**src/include/uart_cfg.svh**
```systemverilog
`ifndef UART_CFG_SVH
`define UART_CFG_SVH

// channel count, kept a power of two so chan_id_t covers it exactly
`define UART_NUM_CHANNELS 4

`define UART_DATA_WIDTH 8        // bits per character, LSB first on the line

`define UART_CLKS_PER_BIT 8      // clocks per bit cell

`define UART_PARITY_ODD 0        // 0 = even, 1 = odd

`define UART_SYNC_STAGES 3       // rx synchronizer flops

// per-channel tx FIFO, also the dispatcher's starting credit count
`define UART_TX_FIFO_DEPTH 4

// per-channel collector buffer, also the channel's starting rx credit count
`define UART_RX_BUF_DEPTH 2

`endif
```
**src/rtl/uart_host_pkg.sv**
```systemverilog
`include "uart_cfg.svh"

package uart_host_pkg;

	typedef logic [$clog2(`UART_NUM_CHANNELS)-1:0] chan_id_t;

	// host write: which channel, which byte
	typedef struct packed {
		chan_id_t                    chan;
		logic [`UART_DATA_WIDTH-1:0] data;
	} tx_req_t;

	// received character with its status
	typedef struct packed {
		chan_id_t                    chan;
		logic [`UART_DATA_WIDTH-1:0] data;
		logic                        parity_err;  // parity bit mismatch
		logic                        frame_err;   // stop bit sampled low
		logic                        overrun;     // frames were dropped before this one
	} rx_word_t;

endpackage

```
**src/rtl/uart_line_pkg.sv**
```systemverilog
`include "uart_cfg.svh"

package uart_line_pkg;

	// start + data + parity + stop
	localparam int FRAME_BITS = `UART_DATA_WIDTH + 3;

	localparam int CELL_W = $clog2(`UART_CLKS_PER_BIT);  // clock-in-cell counter
	localparam int BIT_W = $clog2(`UART_DATA_WIDTH);     // data bit index

	typedef enum logic [2:0] {
		TX_IDLE,
		TX_START,
		TX_DATA,
		TX_PARITY,
		TX_STOP
	} tx_state_e;

	typedef enum logic [2:0] {
		RX_IDLE,
		RX_START,   // waiting for mid-cell of the start bit
		RX_DATA,
		RX_PARITY,
		RX_STOP
	} rx_state_e;

	// even parity makes the total count of ones even, odd flips the bit
	function automatic logic frame_parity(input logic [`UART_DATA_WIDTH-1:0] data);
		return (^data) ^ (`UART_PARITY_ODD != 0);
	endfunction

endpackage

```
**src/rtl/uart_bank.sv**
```systemverilog
`include "uart_cfg.svh"

module uart_bank
	import uart_host_pkg::*;
(
	input  logic                          clk,
	input  logic                          reset,
	input  logic                          i_tx_valid,
	input  tx_req_t                       i_tx_req,
	output logic                          o_tx_ready,
	output logic                          o_rx_valid,
	output rx_word_t                      o_rx_word,
	input  logic                          i_rx_ready,
	output logic [`UART_NUM_CHANNELS-1:0] o_serial,
	input  logic [`UART_NUM_CHANNELS-1:0] i_serial
);

	logic [`UART_NUM_CHANNELS-1:0] tx_push;
	logic [`UART_NUM_CHANNELS-1:0] tx_credit;
	logic [`UART_DATA_WIDTH-1:0]   tx_data [`UART_NUM_CHANNELS];
	logic [`UART_NUM_CHANNELS-1:0] rx_push;
	logic [`UART_NUM_CHANNELS-1:0] rx_credit;
	rx_word_t                      rx_word [`UART_NUM_CHANNELS];

	tx_dispatch u_tx_dispatch (
		.clk        (clk),
		.reset      (reset),
		.i_tx_valid (i_tx_valid),
		.i_tx_req   (i_tx_req),
		.o_tx_ready (o_tx_ready),
		.o_tx_push  (tx_push),
		.o_tx_data  (tx_data),
		.i_tx_credit(tx_credit)
	);

	for (genvar k = 0; k < `UART_NUM_CHANNELS; k++) begin : g_chan
		uart_channel #(
			.CHAN_ID(k)
		) u_uart_channel (
			.clk        (clk),
			.reset      (reset),
			.i_tx_push  (tx_push[k]),
			.i_tx_data  (tx_data[k]),
			.o_tx_credit(tx_credit[k]),
			.o_serial   (o_serial[k]),
			.i_serial   (i_serial[k]),
			.o_rx_push  (rx_push[k]),
			.o_rx_word  (rx_word[k]),
			.i_rx_credit(rx_credit[k])
		);
	end

	rx_collect u_rx_collect (
		.clk        (clk),
		.reset      (reset),
		.i_rx_push  (rx_push),
		.i_rx_word  (rx_word),
		.o_rx_credit(rx_credit),
		.o_rx_valid (o_rx_valid),
		.o_rx_word  (o_rx_word),
		.i_rx_ready (i_rx_ready)
	);

endmodule

```
**src/rtl/rx_collect.sv**
```systemverilog
`include "uart_cfg.svh"

module rx_collect
	import uart_host_pkg::*;
(
	input  logic                          clk,
	input  logic                          reset,
	input  logic [`UART_NUM_CHANNELS-1:0] i_rx_push,
	input  rx_word_t                      i_rx_word [`UART_NUM_CHANNELS],
	output logic [`UART_NUM_CHANNELS-1:0] o_rx_credit,
	output logic                          o_rx_valid,
	output rx_word_t                      o_rx_word,
	input  logic                          i_rx_ready
);

	localparam int N = `UART_NUM_CHANNELS;
	localparam int DEPTH = `UART_RX_BUF_DEPTH;
	localparam int PTR_W = $clog2(DEPTH);
	localparam int CNT_W = $clog2(DEPTH + 1);

	rx_word_t         buf_mem [N][DEPTH];
	logic [PTR_W-1:0] wr_ptr [N];
	logic [PTR_W-1:0] rd_ptr [N];
	logic [CNT_W-1:0] count [N];
	chan_id_t         rr_last;      // channel served most recently
	chan_id_t         rr_pick;
	chan_id_t         lock_chan;
	chan_id_t         sel;
	logic             rr_found;
	logic             locked;       // host stalled, keep the same word up
	logic             xfer;

	// first non-empty channel after the last one served
	always_comb begin
		rr_pick = rr_last;
		rr_found = 1'b0;
		for (int i = 1; i <= N; i++) begin
			if (!rr_found && count[(int'(rr_last) + i) % N] != '0) begin
				rr_found = 1'b1;
				rr_pick = chan_id_t'((int'(rr_last) + i) % N);
			end
		end
	end

	assign sel = locked ? lock_chan : rr_pick;
	assign o_rx_valid = locked || rr_found;
	assign o_rx_word = buf_mem[sel][rd_ptr[sel]];
	assign xfer = o_rx_valid && i_rx_ready;

	always_comb begin
		for (int k = 0; k < N; k++)
			o_rx_credit[k] = xfer && (sel == chan_id_t'(k));   // word gone, place free
	end

	always_ff @(posedge clk) begin
		for (int k = 0; k < N; k++) begin
			if (i_rx_push[k])
				buf_mem[k][wr_ptr[k]] <= i_rx_word[k];
		end
	end

	always_ff @(posedge clk) begin
		if (reset) begin
			for (int k = 0; k < N; k++) begin
				wr_ptr[k] <= '0;
				rd_ptr[k] <= '0;
				count[k] <= '0;
			end
			rr_last <= chan_id_t'(N - 1);   // channel 0 goes first
			locked <= 1'b0;
			lock_chan <= '0;
		end else begin
			for (int k = 0; k < N; k++) begin
				if (i_rx_push[k])
					wr_ptr[k] <= (wr_ptr[k] == PTR_W'(DEPTH - 1)) ? '0 : wr_ptr[k] + 1'b1;
				if (o_rx_credit[k])
					rd_ptr[k] <= (rd_ptr[k] == PTR_W'(DEPTH - 1)) ? '0 : rd_ptr[k] + 1'b1;
				case ({i_rx_push[k], o_rx_credit[k]})
					2'b10: count[k] <= count[k] + 1'b1;
					2'b01: count[k] <= count[k] - 1'b1;
					default: ;
				endcase
			end
			if (xfer)
				rr_last <= sel;
			locked <= o_rx_valid && !i_rx_ready;
			lock_chan <= sel;
		end
	end

	// channel credit counters keep every buffer from overflowing
	for (genvar k = 0; k < N; k++) begin : g_buf_chk
		a_no_push_when_full: assert property (
			@(posedge clk) disable iff (reset) i_rx_push[k] |-> (count[k] < DEPTH)
		);
	end

	a_word_held: assert property (
		@(posedge clk) disable iff (reset)
		(o_rx_valid && !i_rx_ready) |=> (o_rx_valid && $stable(o_rx_word))
	);

endmodule

```
**src/rtl/tx_dispatch.sv**
```systemverilog
`include "uart_cfg.svh"

module tx_dispatch
	import uart_host_pkg::*;
(
	input  logic                          clk,
	input  logic                          reset,
	input  logic                          i_tx_valid,
	input  tx_req_t                       i_tx_req,
	output logic                          o_tx_ready,
	output logic [`UART_NUM_CHANNELS-1:0] o_tx_push,
	output logic [`UART_DATA_WIDTH-1:0]   o_tx_data [`UART_NUM_CHANNELS],
	input  logic [`UART_NUM_CHANNELS-1:0] i_tx_credit
);

	localparam int CRED_W = $clog2(`UART_TX_FIFO_DEPTH + 1);

	logic [CRED_W-1:0] credit [`UART_NUM_CHANNELS];   // free FIFO entries per channel
	logic              accept;

	// ready follows the addressed channel only
	assign o_tx_ready = (credit[i_tx_req.chan] != '0);
	assign accept = i_tx_valid && o_tx_ready;

	always_comb begin
		for (int k = 0; k < `UART_NUM_CHANNELS; k++) begin
			o_tx_push[k] = accept && (i_tx_req.chan == chan_id_t'(k));
			o_tx_data[k] = i_tx_req.data;    // only the pushed channel latches it
		end
	end

	always_ff @(posedge clk) begin
		if (reset) begin
			for (int k = 0; k < `UART_NUM_CHANNELS; k++)
				credit[k] <= CRED_W'(`UART_TX_FIFO_DEPTH);
		end else begin
			for (int k = 0; k < `UART_NUM_CHANNELS; k++) begin
				case ({o_tx_push[k], i_tx_credit[k]})
					2'b10: credit[k] <= credit[k] - 1'b1;
					2'b01: credit[k] <= credit[k] + 1'b1;
					default: ;
				endcase
			end
		end
	end

	// a channel never returns more credits than it was given
	for (genvar k = 0; k < `UART_NUM_CHANNELS; k++) begin : g_credit_chk
		a_credit_max: assert property (
			@(posedge clk) disable iff (reset) credit[k] <= `UART_TX_FIFO_DEPTH
		);
	end

endmodule

```
**src/rtl/uart_channel.sv**
```systemverilog
`include "uart_cfg.svh"

module uart_channel
	import uart_host_pkg::*;
#(
	parameter int CHAN_ID = 0
) (
	input  logic                        clk,
	input  logic                        reset,
	input  logic                        i_tx_push,
	input  logic [`UART_DATA_WIDTH-1:0] i_tx_data,
	output logic                        o_tx_credit,
	output logic                        o_serial,
	input  logic                        i_serial,
	output logic                        o_rx_push,
	output rx_word_t                    o_rx_word,
	input  logic                        i_rx_credit
);

	localparam int TX_DEPTH = `UART_TX_FIFO_DEPTH;
	localparam int TX_PTR_W = $clog2(TX_DEPTH);
	localparam int TX_CNT_W = $clog2(TX_DEPTH + 1);
	localparam int RX_CRED_W = $clog2(`UART_RX_BUF_DEPTH + 1);

	logic [`UART_DATA_WIDTH-1:0] fifo_mem [TX_DEPTH];
	logic [TX_PTR_W-1:0]         wr_ptr;
	logic [TX_PTR_W-1:0]         rd_ptr;
	logic [TX_CNT_W-1:0]         fifo_count;
	logic                        tx_busy;
	logic                        tx_start;

	logic                        rx_valid;
	logic [`UART_DATA_WIDTH-1:0] rx_data;
	logic                        rx_parity_err;
	logic                        rx_frame_err;
	logic [RX_CRED_W-1:0]        rx_credit;     // free places in the collector
	logic                        hold_full;
	logic                        hold_load;
	logic                        overrun_pending;
	rx_word_t                    hold_word;

	// a pop frees a FIFO entry, so it doubles as the credit return
	assign tx_start = (fifo_count != '0) && !tx_busy;
	assign o_tx_credit = tx_start;

	always_ff @(posedge clk) begin
		if (i_tx_push)
			fifo_mem[wr_ptr] <= i_tx_data;
	end

	always_ff @(posedge clk) begin
		if (reset) begin
			wr_ptr <= '0;
			rd_ptr <= '0;
			fifo_count <= '0;
		end else begin
			if (i_tx_push)
				wr_ptr <= (wr_ptr == TX_PTR_W'(TX_DEPTH - 1)) ? '0 : wr_ptr + 1'b1;
			if (tx_start)
				rd_ptr <= (rd_ptr == TX_PTR_W'(TX_DEPTH - 1)) ? '0 : rd_ptr + 1'b1;
			case ({i_tx_push, tx_start})
				2'b10: fifo_count <= fifo_count + 1'b1;
				2'b01: fifo_count <= fifo_count - 1'b1;
				default: ;
			endcase
		end
	end

	uart_tx u_uart_tx (
		.clk     (clk),
		.reset   (reset),
		.i_start (tx_start),
		.i_data  (fifo_mem[rd_ptr]),
		.o_serial(o_serial),
		.o_busy  (tx_busy)
	);

	uart_rx u_uart_rx (
		.clk         (clk),
		.reset       (reset),
		.i_serial    (i_serial),
		.o_valid     (rx_valid),
		.o_data      (rx_data),
		.o_parity_err(rx_parity_err),
		.o_frame_err (rx_frame_err)
	);

	assign o_rx_push = hold_full && (rx_credit != '0);
	assign o_rx_word = hold_word;
	assign hold_load = rx_valid && (!hold_full || o_rx_push);   // register frees this cycle

	always_ff @(posedge clk) begin
		if (reset) begin
			rx_credit <= RX_CRED_W'(`UART_RX_BUF_DEPTH);
			hold_full <= 1'b0;
			overrun_pending <= 1'b0;
		end else begin
			case ({o_rx_push, i_rx_credit})
				2'b10: rx_credit <= rx_credit - 1'b1;
				2'b01: rx_credit <= rx_credit + 1'b1;
				default: ;
			endcase
			if (hold_load)
				hold_full <= 1'b1;
			else if (o_rx_push)
				hold_full <= 1'b0;
			if (rx_valid && !hold_load)
				overrun_pending <= 1'b1;    // frame dropped
			else if (hold_load)
				overrun_pending <= 1'b0;
		end
	end

	always_ff @(posedge clk) begin
		if (hold_load)
			hold_word <= '{
				chan:       chan_id_t'(CHAN_ID),
				data:       rx_data,
				parity_err: rx_parity_err,
				frame_err:  rx_frame_err,
				overrun:    overrun_pending
			};
	end

	// dispatcher credits must keep pushes off a full FIFO
	a_tx_fifo_no_overflow: assert property (
		@(posedge clk) disable iff (reset) i_tx_push |-> (fifo_count < TX_DEPTH)
	);

	// collector may only return what was sent
	a_rx_credit_range: assert property (
		@(posedge clk) disable iff (reset) rx_credit <= `UART_RX_BUF_DEPTH
	);

endmodule

```
**src/rtl/uart_rx.sv**
```systemverilog
`include "uart_cfg.svh"

module uart_rx
	import uart_line_pkg::*;
(
	input  logic                        clk,
	input  logic                        reset,
	input  logic                        i_serial,
	output logic                        o_valid,
	output logic [`UART_DATA_WIDTH-1:0] o_data,
	output logic                        o_parity_err,
	output logic                        o_frame_err
);

	logic [`UART_SYNC_STAGES-1:0] sync;
	logic                         rx_bit;
	rx_state_e                    state;
	logic [CELL_W-1:0]            cell_cnt;
	logic [BIT_W-1:0]             bit_cnt;
	logic [`UART_DATA_WIDTH-1:0]  shreg;
	logic                         sample;      // middle of a data, parity or stop cell

	assign rx_bit = sync[`UART_SYNC_STAGES-1];
	assign sample = (cell_cnt == CELL_W'(`UART_CLKS_PER_BIT - 1));
	assign o_data = shreg;

	always_ff @(posedge clk) begin
		if (reset)
			sync <= '1;
		else
			sync <= {sync[`UART_SYNC_STAGES-2:0], i_serial};
	end

	always_ff @(posedge clk) begin
		if (reset) begin
			state <= RX_IDLE;
			cell_cnt <= '0;
			bit_cnt <= '0;
			o_valid <= 1'b0;
		end else begin
			o_valid <= 1'b0;
			cell_cnt <= sample ? '0 : cell_cnt + 1'b1;
			case (state)
				RX_IDLE: begin
					cell_cnt <= '0;
					bit_cnt <= '0;
					if (!rx_bit)
						state <= RX_START;
				end
				RX_START: begin
					// half a cell in, the line must still be low
					if (cell_cnt == CELL_W'(`UART_CLKS_PER_BIT / 2 - 1)) begin
						cell_cnt <= '0;
						state <= rx_bit ? RX_IDLE : RX_DATA;
					end
				end
				RX_DATA: begin
					if (sample) begin
						bit_cnt <= bit_cnt + 1'b1;
						if (bit_cnt == BIT_W'(`UART_DATA_WIDTH - 1))
							state <= RX_PARITY;
					end
				end
				RX_PARITY: begin
					if (sample)
						state <= RX_STOP;
				end
				default: begin
					// back to idle even on a bad stop bit
					if (sample) begin
						o_valid <= 1'b1;
						state <= RX_IDLE;
					end
				end
			endcase
		end
	end

	// character and status registers
	always_ff @(posedge clk) begin
		if (sample) begin
			case (state)
				RX_DATA: shreg <= {rx_bit, shreg[`UART_DATA_WIDTH-1:1]};   // LSB arrives first
				RX_PARITY: o_parity_err <= (rx_bit != frame_parity(shreg));
				RX_STOP: o_frame_err <= !rx_bit;
				default: ;
			endcase
		end
	end

endmodule

```
**src/rtl/uart_tx.sv**
```systemverilog
`include "uart_cfg.svh"

module uart_tx
	import uart_line_pkg::*;
(
	input  logic                        clk,
	input  logic                        reset,
	input  logic                        i_start,
	input  logic [`UART_DATA_WIDTH-1:0] i_data,
	output logic                        o_serial,
	output logic                        o_busy
);

	tx_state_e             state;
	logic [FRAME_BITS-1:0] shreg;      // bit 0 is on the line
	logic [CELL_W-1:0]     cell_cnt;
	logic [BIT_W-1:0]      bit_cnt;
	logic                  cell_end;

	assign cell_end = (cell_cnt == CELL_W'(`UART_CLKS_PER_BIT - 1));
	assign o_serial = shreg[0];
	assign o_busy = (state != TX_IDLE);

	always_ff @(posedge clk) begin
		if (reset) begin
			state <= TX_IDLE;
			shreg <= '1;               // line idles high
			cell_cnt <= '0;
			bit_cnt <= '0;
		end else if (state == TX_IDLE) begin
			if (i_start) begin
				// start bit goes out on the next cycle
				shreg <= {1'b1, frame_parity(i_data), i_data, 1'b0};
				state <= TX_START;
				cell_cnt <= '0;
				bit_cnt <= '0;
			end
		end else begin
			cell_cnt <= cell_end ? '0 : cell_cnt + 1'b1;
			if (cell_end) begin
				shreg <= {1'b1, shreg[FRAME_BITS-1:1]};   // refill with idle level
				case (state)
					TX_START: state <= TX_DATA;
					TX_DATA: begin
						bit_cnt <= bit_cnt + 1'b1;
						if (bit_cnt == BIT_W'(`UART_DATA_WIDTH - 1))
							state <= TX_PARITY;
					end
					TX_PARITY: state <= TX_STOP;
					default: state <= TX_IDLE;         // stop cell done
				endcase
			end
		end
	end

	// the channel must wait for the frame to finish before starting another
	a_no_start_while_busy: assert property (
		@(posedge clk) disable iff (reset) i_start |-> !o_busy
	);

	// the frame ends exactly 11 cells after the start bit appears
	a_frame_length: assert property (
		@(posedge clk) disable iff (reset)
		(i_start && !o_busy) |=> o_busy [*FRAME_BITS * `UART_CLKS_PER_BIT] ##1 !o_busy
	);

endmodule

```
**config.mk**
```make
export PLATFORM = sky130hd
export DESIGN_NAME = uart_bank
export DESIGN_NICKNAME = d
export VERILOG_FILES = /design/src/rtl/uart_host_pkg.sv /design/src/rtl/uart_line_pkg.sv /design/src/rtl/uart_bank.sv /design/src/rtl/rx_collect.sv /design/src/rtl/tx_dispatch.sv /design/src/rtl/uart_channel.sv /design/src/rtl/uart_rx.sv /design/src/rtl/uart_tx.sv
export VERILOG_INCLUDE_DIRS = /design/src /design/src/include
export SDC_FILE = /design/constraint.sdc
export NUM_CORES = 1
export LEC_CHECK = 0
export CAP_MARGIN = 0
export CORE_ASPECT_RATIO = 2
export CORE_UTILIZATION = 25
export CTS_BUF_LIST = sky130_fd_sc_hd__clkbuf_2 sky130_fd_sc_hd__clkbuf_4 sky130_fd_sc_hd__clkbuf_8
export CTS_CLUSTER_DIAMETER = 80
export DETAILED_ROUTE_END_ITERATION = 7
export DONT_BUFFER_PORTS = 1
export GPL_ROUTABILITY_DRIVEN = 0
export PLACE_DENSITY_LB_ADDON = 0.1
export SLEW_MARGIN = 20
export SYNTH_ARGS = -nofsm -noshare
export SYNTH_HDL_FRONTEND = slang
export SYNTH_SLANG_ARGS = --single-unit
```
**constraint.sdc**
```tcl
create_clock -name clk -period 3.6 [get_ports clk]
set_input_delay 0.72 -clock clk [delete_from_list [all_inputs] [get_ports clk]]
set_output_delay 0.72 -clock clk [all_outputs]
set_load 0.02 [all_outputs]
```
==> summary.md <==
| Metric | Value |
|---|---|
| WP data required | `2.88 ns` |
| Min-delay worst type | `input port to flop` |
| Cell Pwr Density | `roughly 670 nW/um^2` |
| Status | `finished with violations` |
| Vias in the first global route | `14800` |
| Synth async-reset ratio | `0%` |
| Slew Viols, Final | `0` |
| Synth warn | `0` |
| Final setup skew | `0.0270 ns` |
| Internal reg-to-reg setup slack | `0.45 ns` |
| Post-place instance area | `24100 um^2` |
| Final min period | `3.86 ns` |
| Clock sinks | `523` |
| Worst Setup Path Type | `flop to output port` |
| Final #Nets | `1960` |
| CTS clk-pin slew, worst paths | `0.06 ns` |
| Via count | `around 14000` |
| Final WL | `56900 um` |
| Clk Tree Root Cell | `clkbuf_8` |
| Tightest Pin Transition | `roughly 0.73 ns` |
| Depth of the CTS H-tree | `3` |
| Die area | `91400 um^2` |
| Layout Cells excl Fill | `3109` |
| Post-route cell area | `26300 um^2` |
| # setup viols final | `12` |
| Final worst setup slack | `-0.257 ns` |
| Core area | `89200 um^2` |
| Die height | `427 um` |
| Cell row count | `155` |
| Synth Flop Type | `edfxtp_1` |
| Sequential fraction of the synthesis area | `61.0%` |
| Share of cells above drive strength 1 | `18.5%` |
| Antenna-violating nets left | `0` |
| Leak Pwr | `a little over 0.009 uW` |
| Most common cell after layout, fill and taps aside | `edfxtp_1` |
| Detailed Routing Iterations Pass 1 | `8` |
| Clock tree buffer depth | `3` |
| Startpoint Class | `flop` |
| WL/cell | `18.3 um` |
| I/O pin cnt | `37` |
| Mean Syn Cell Area | `roughly 13 um^2` |
| Synth cell types | `77` |
| RSZ-0062 raised after global routing | `true` |
| Hold Vio Cnt, Final | `0` |
| GR Overflow Total | `0` |
| Area grow syn2layout | `16.6%` |
| First-pass GRT wire length | `86400 um` |
| Fin crit share | `107%` |
| Initial antenna violation count | `1` |
| Post-DP HPWL | `39500 um` |
| Largest net degree at the start of global routing | `148` |
| Commonest cells after routing, fill and taps aside | `edfxtp_1 (328), nor2_1 (202), dfxtp_1 (193), nand2_1 (104), clkbuf_8 (91)` |
| Number of flops mapped to enable cells by yosys | `328` |
| DR iter-0 viols | `668` |
| Post-Synthesis Cell Area | `22500 um^2` |
| Initial core utilization | `25.3%` |
| Peak VDD IR | `0.000512 V` |
| Crit path max fanout | `22` |
| GRT Overall Usage | `12.5%` |
| Die width | `214 um` |
| Failing checks | `design-rule violations, negative setup slack` |
| Syn Inst Count | `~1800` |
| Seq cells post-synth | `around 520` |
| Final hold slack | `0.0775 ns` |
| Num CTS Buffers | `83` |
| Max transition margin | `51.2%` |
| Nature of the critical path endpoint | `output port` |
| Fmax | `0.259 GHz` |
| CP arrival | `3.14 ns` |
| Buffers on Ports | `0` |
| CTS tree | `built` |
| Clk_lat worst skew | `0.72 ns` |
| DR vias/cell | `4.52` |
| Placed Instances | `2926` |
| Drc violations | `4` |
| Syn nets | `1891` |
| Max Cap Violations | `0` |
==> area by class of cell <==
type                    count  area (um^2)
diodes                      1         2.50
clock buffers             110         1400
clock inverters            45          380
fillers                  9199        62900
inverters                  68          255
multi-input cells        1106         8360
flip-flops and latches    523        13800
well taps                1177         1470
repair buffers             79          673
==> metal layers <==
| layer | track usage [%] | wire [um] | vias to the layer above |
|---|---|---|---|
| met3 | 2.88 | 2260 | 123 |
| li1 | - | - | 6769 |
| met4 | 6.18 | 2150 | 0 |
| met2 | 26.3 | 33800 | 230 |
| met1 | 10.6 | 18600 | 6945 |
| met5 | 0 | 0 | - |
==> flip-flops by register name, summed over array words and instances (netlist names), 8 cells and up, named ones only <==
register and cells:
g_chan.u_uart_channel.u_uart_tx.cell_cnt 12, g_chan.u_uart_channel.u_uart_rx.bit_cnt 12, g_chan.u_uart_channel.fifo_mem 128, g_chan.u_uart_channel.rx_credit 8, g_chan.u_uart_channel.u_uart_rx.cell_cnt 12, u_tx_dispatch.credit 12, u_rx_collect.buf_mem 96, g_chan.u_uart_channel.u_uart_tx.state 12
g_chan.u_uart_channel.rd_ptr 8, u_rx_collect.count 8, g_chan.u_uart_channel.u_uart_rx.o_data 32, g_chan.u_uart_channel.wr_ptr 8, g_chan.u_uart_channel.o_rx_word 44, g_chan.u_uart_channel.u_uart_tx.shreg 40, g_chan.u_uart_channel.u_uart_rx.sync 12, g_chan.u_uart_channel.u_uart_rx.state 12
g_chan.u_uart_channel.fifo_count 12, g_chan.u_uart_channel.u_uart_tx.bit_cnt 12
==> critical path, cell delays in order (launching register included) <==
cell	delay, ns
edfxtp_1	0.46
o21ba_4	0.24
o21a_4	0.21
nor3_4	0.27
o31ai_2	0.10
buf_6	0.18
a222oi_1	0.37
mux2i_1	0.22
mux2_2	0.36
==> worst paths after layout <==
| path | cells after the start | startpoint | to |
|---|---|---|---|
| setup reg to reg | 15 | u_rx_collect.count[0][0] | g_chan[3].u_uart_channel.rx_credit[1] |
| hold reg to reg | 1 | g_chan[0].u_uart_channel.u_uart_rx.sync[0] | g_chan[0].u_uart_channel.u_uart_rx.sync[1] |
| hold / removal | 1 | reset | u_rx_collect.lock_chan[1] |
| setup / recovery | 8 | u_rx_collect.count[3][0] | o_rx_word[3] |
==> cell families after synthesis <==
group                      Yosys count  synth area share, %
and+or+nand+nor                    546                 11.5
DFF                                523                 61.0
AOI/OAI and AO/OA                  274                 9.10
buffers and inverters              163                 2.81
muxes                              124                 7.64
xor gates and xnor gates            81                 3.21
adders and majority gates           81                 4.73
==> power by group <==
part | switching (uW) | internal, uW
clock network | 2480 | 2980
logic | 2590 | 2240
registers | 536 | 6900
==> cell usage after synthesis (15+ instances only) <==
library cell	number	area (um^2)
mux4_2	33	743
nand2_1	106	398
mux2_2	49	552
clkbuf_1	76	285
inv_1	66	248
or3_1	15	93.8
nand2b_1	20	125
nor3_1	50	250
nand3_1	32	160
xor2_1	17	149
o311ai_0	32	280
a21oi_1	73	365
edfxtp_1	328	9850
ha_1	74	926
nor2_1	206	773
o21ai_0	26	130
nor3b_1	19	143
a22oi_1	18	135
or2_2	23	144
dfxtp_1	195	3900
and2_1	18	113
a222oi_1	44	440
mux2i_1	36	360
xnor2_1	63	552
and3_1	17	106
==> metrics by stage <==
step	setup slack [ns]	util [%]	total power, uW	TNS [ns]
3_5_place_dp	0.0568	27.0	12200	0
5_1_grt	-0.457	29.5	18900	-4.69
3_3_place_gp	0.113	27.0	12200	0
2_1_floorplan	0.457	-	11000	0
4_1_cts	-0.375	29.3	18100	-3.87
6_report	-0.257	29.5	17700	-2.33
==> repair_timing <==
action,4_1_cts,5_1_grt
setup buffers,10,5
setup endpoints to repair,13,13
endpoints found under the hold margin,32,0
hold buffers,10,0
pin swaps,8,16
gates cloned,0,2
resized for setup,41,20
Note: power is estimated with default switching activity, not from simulation.
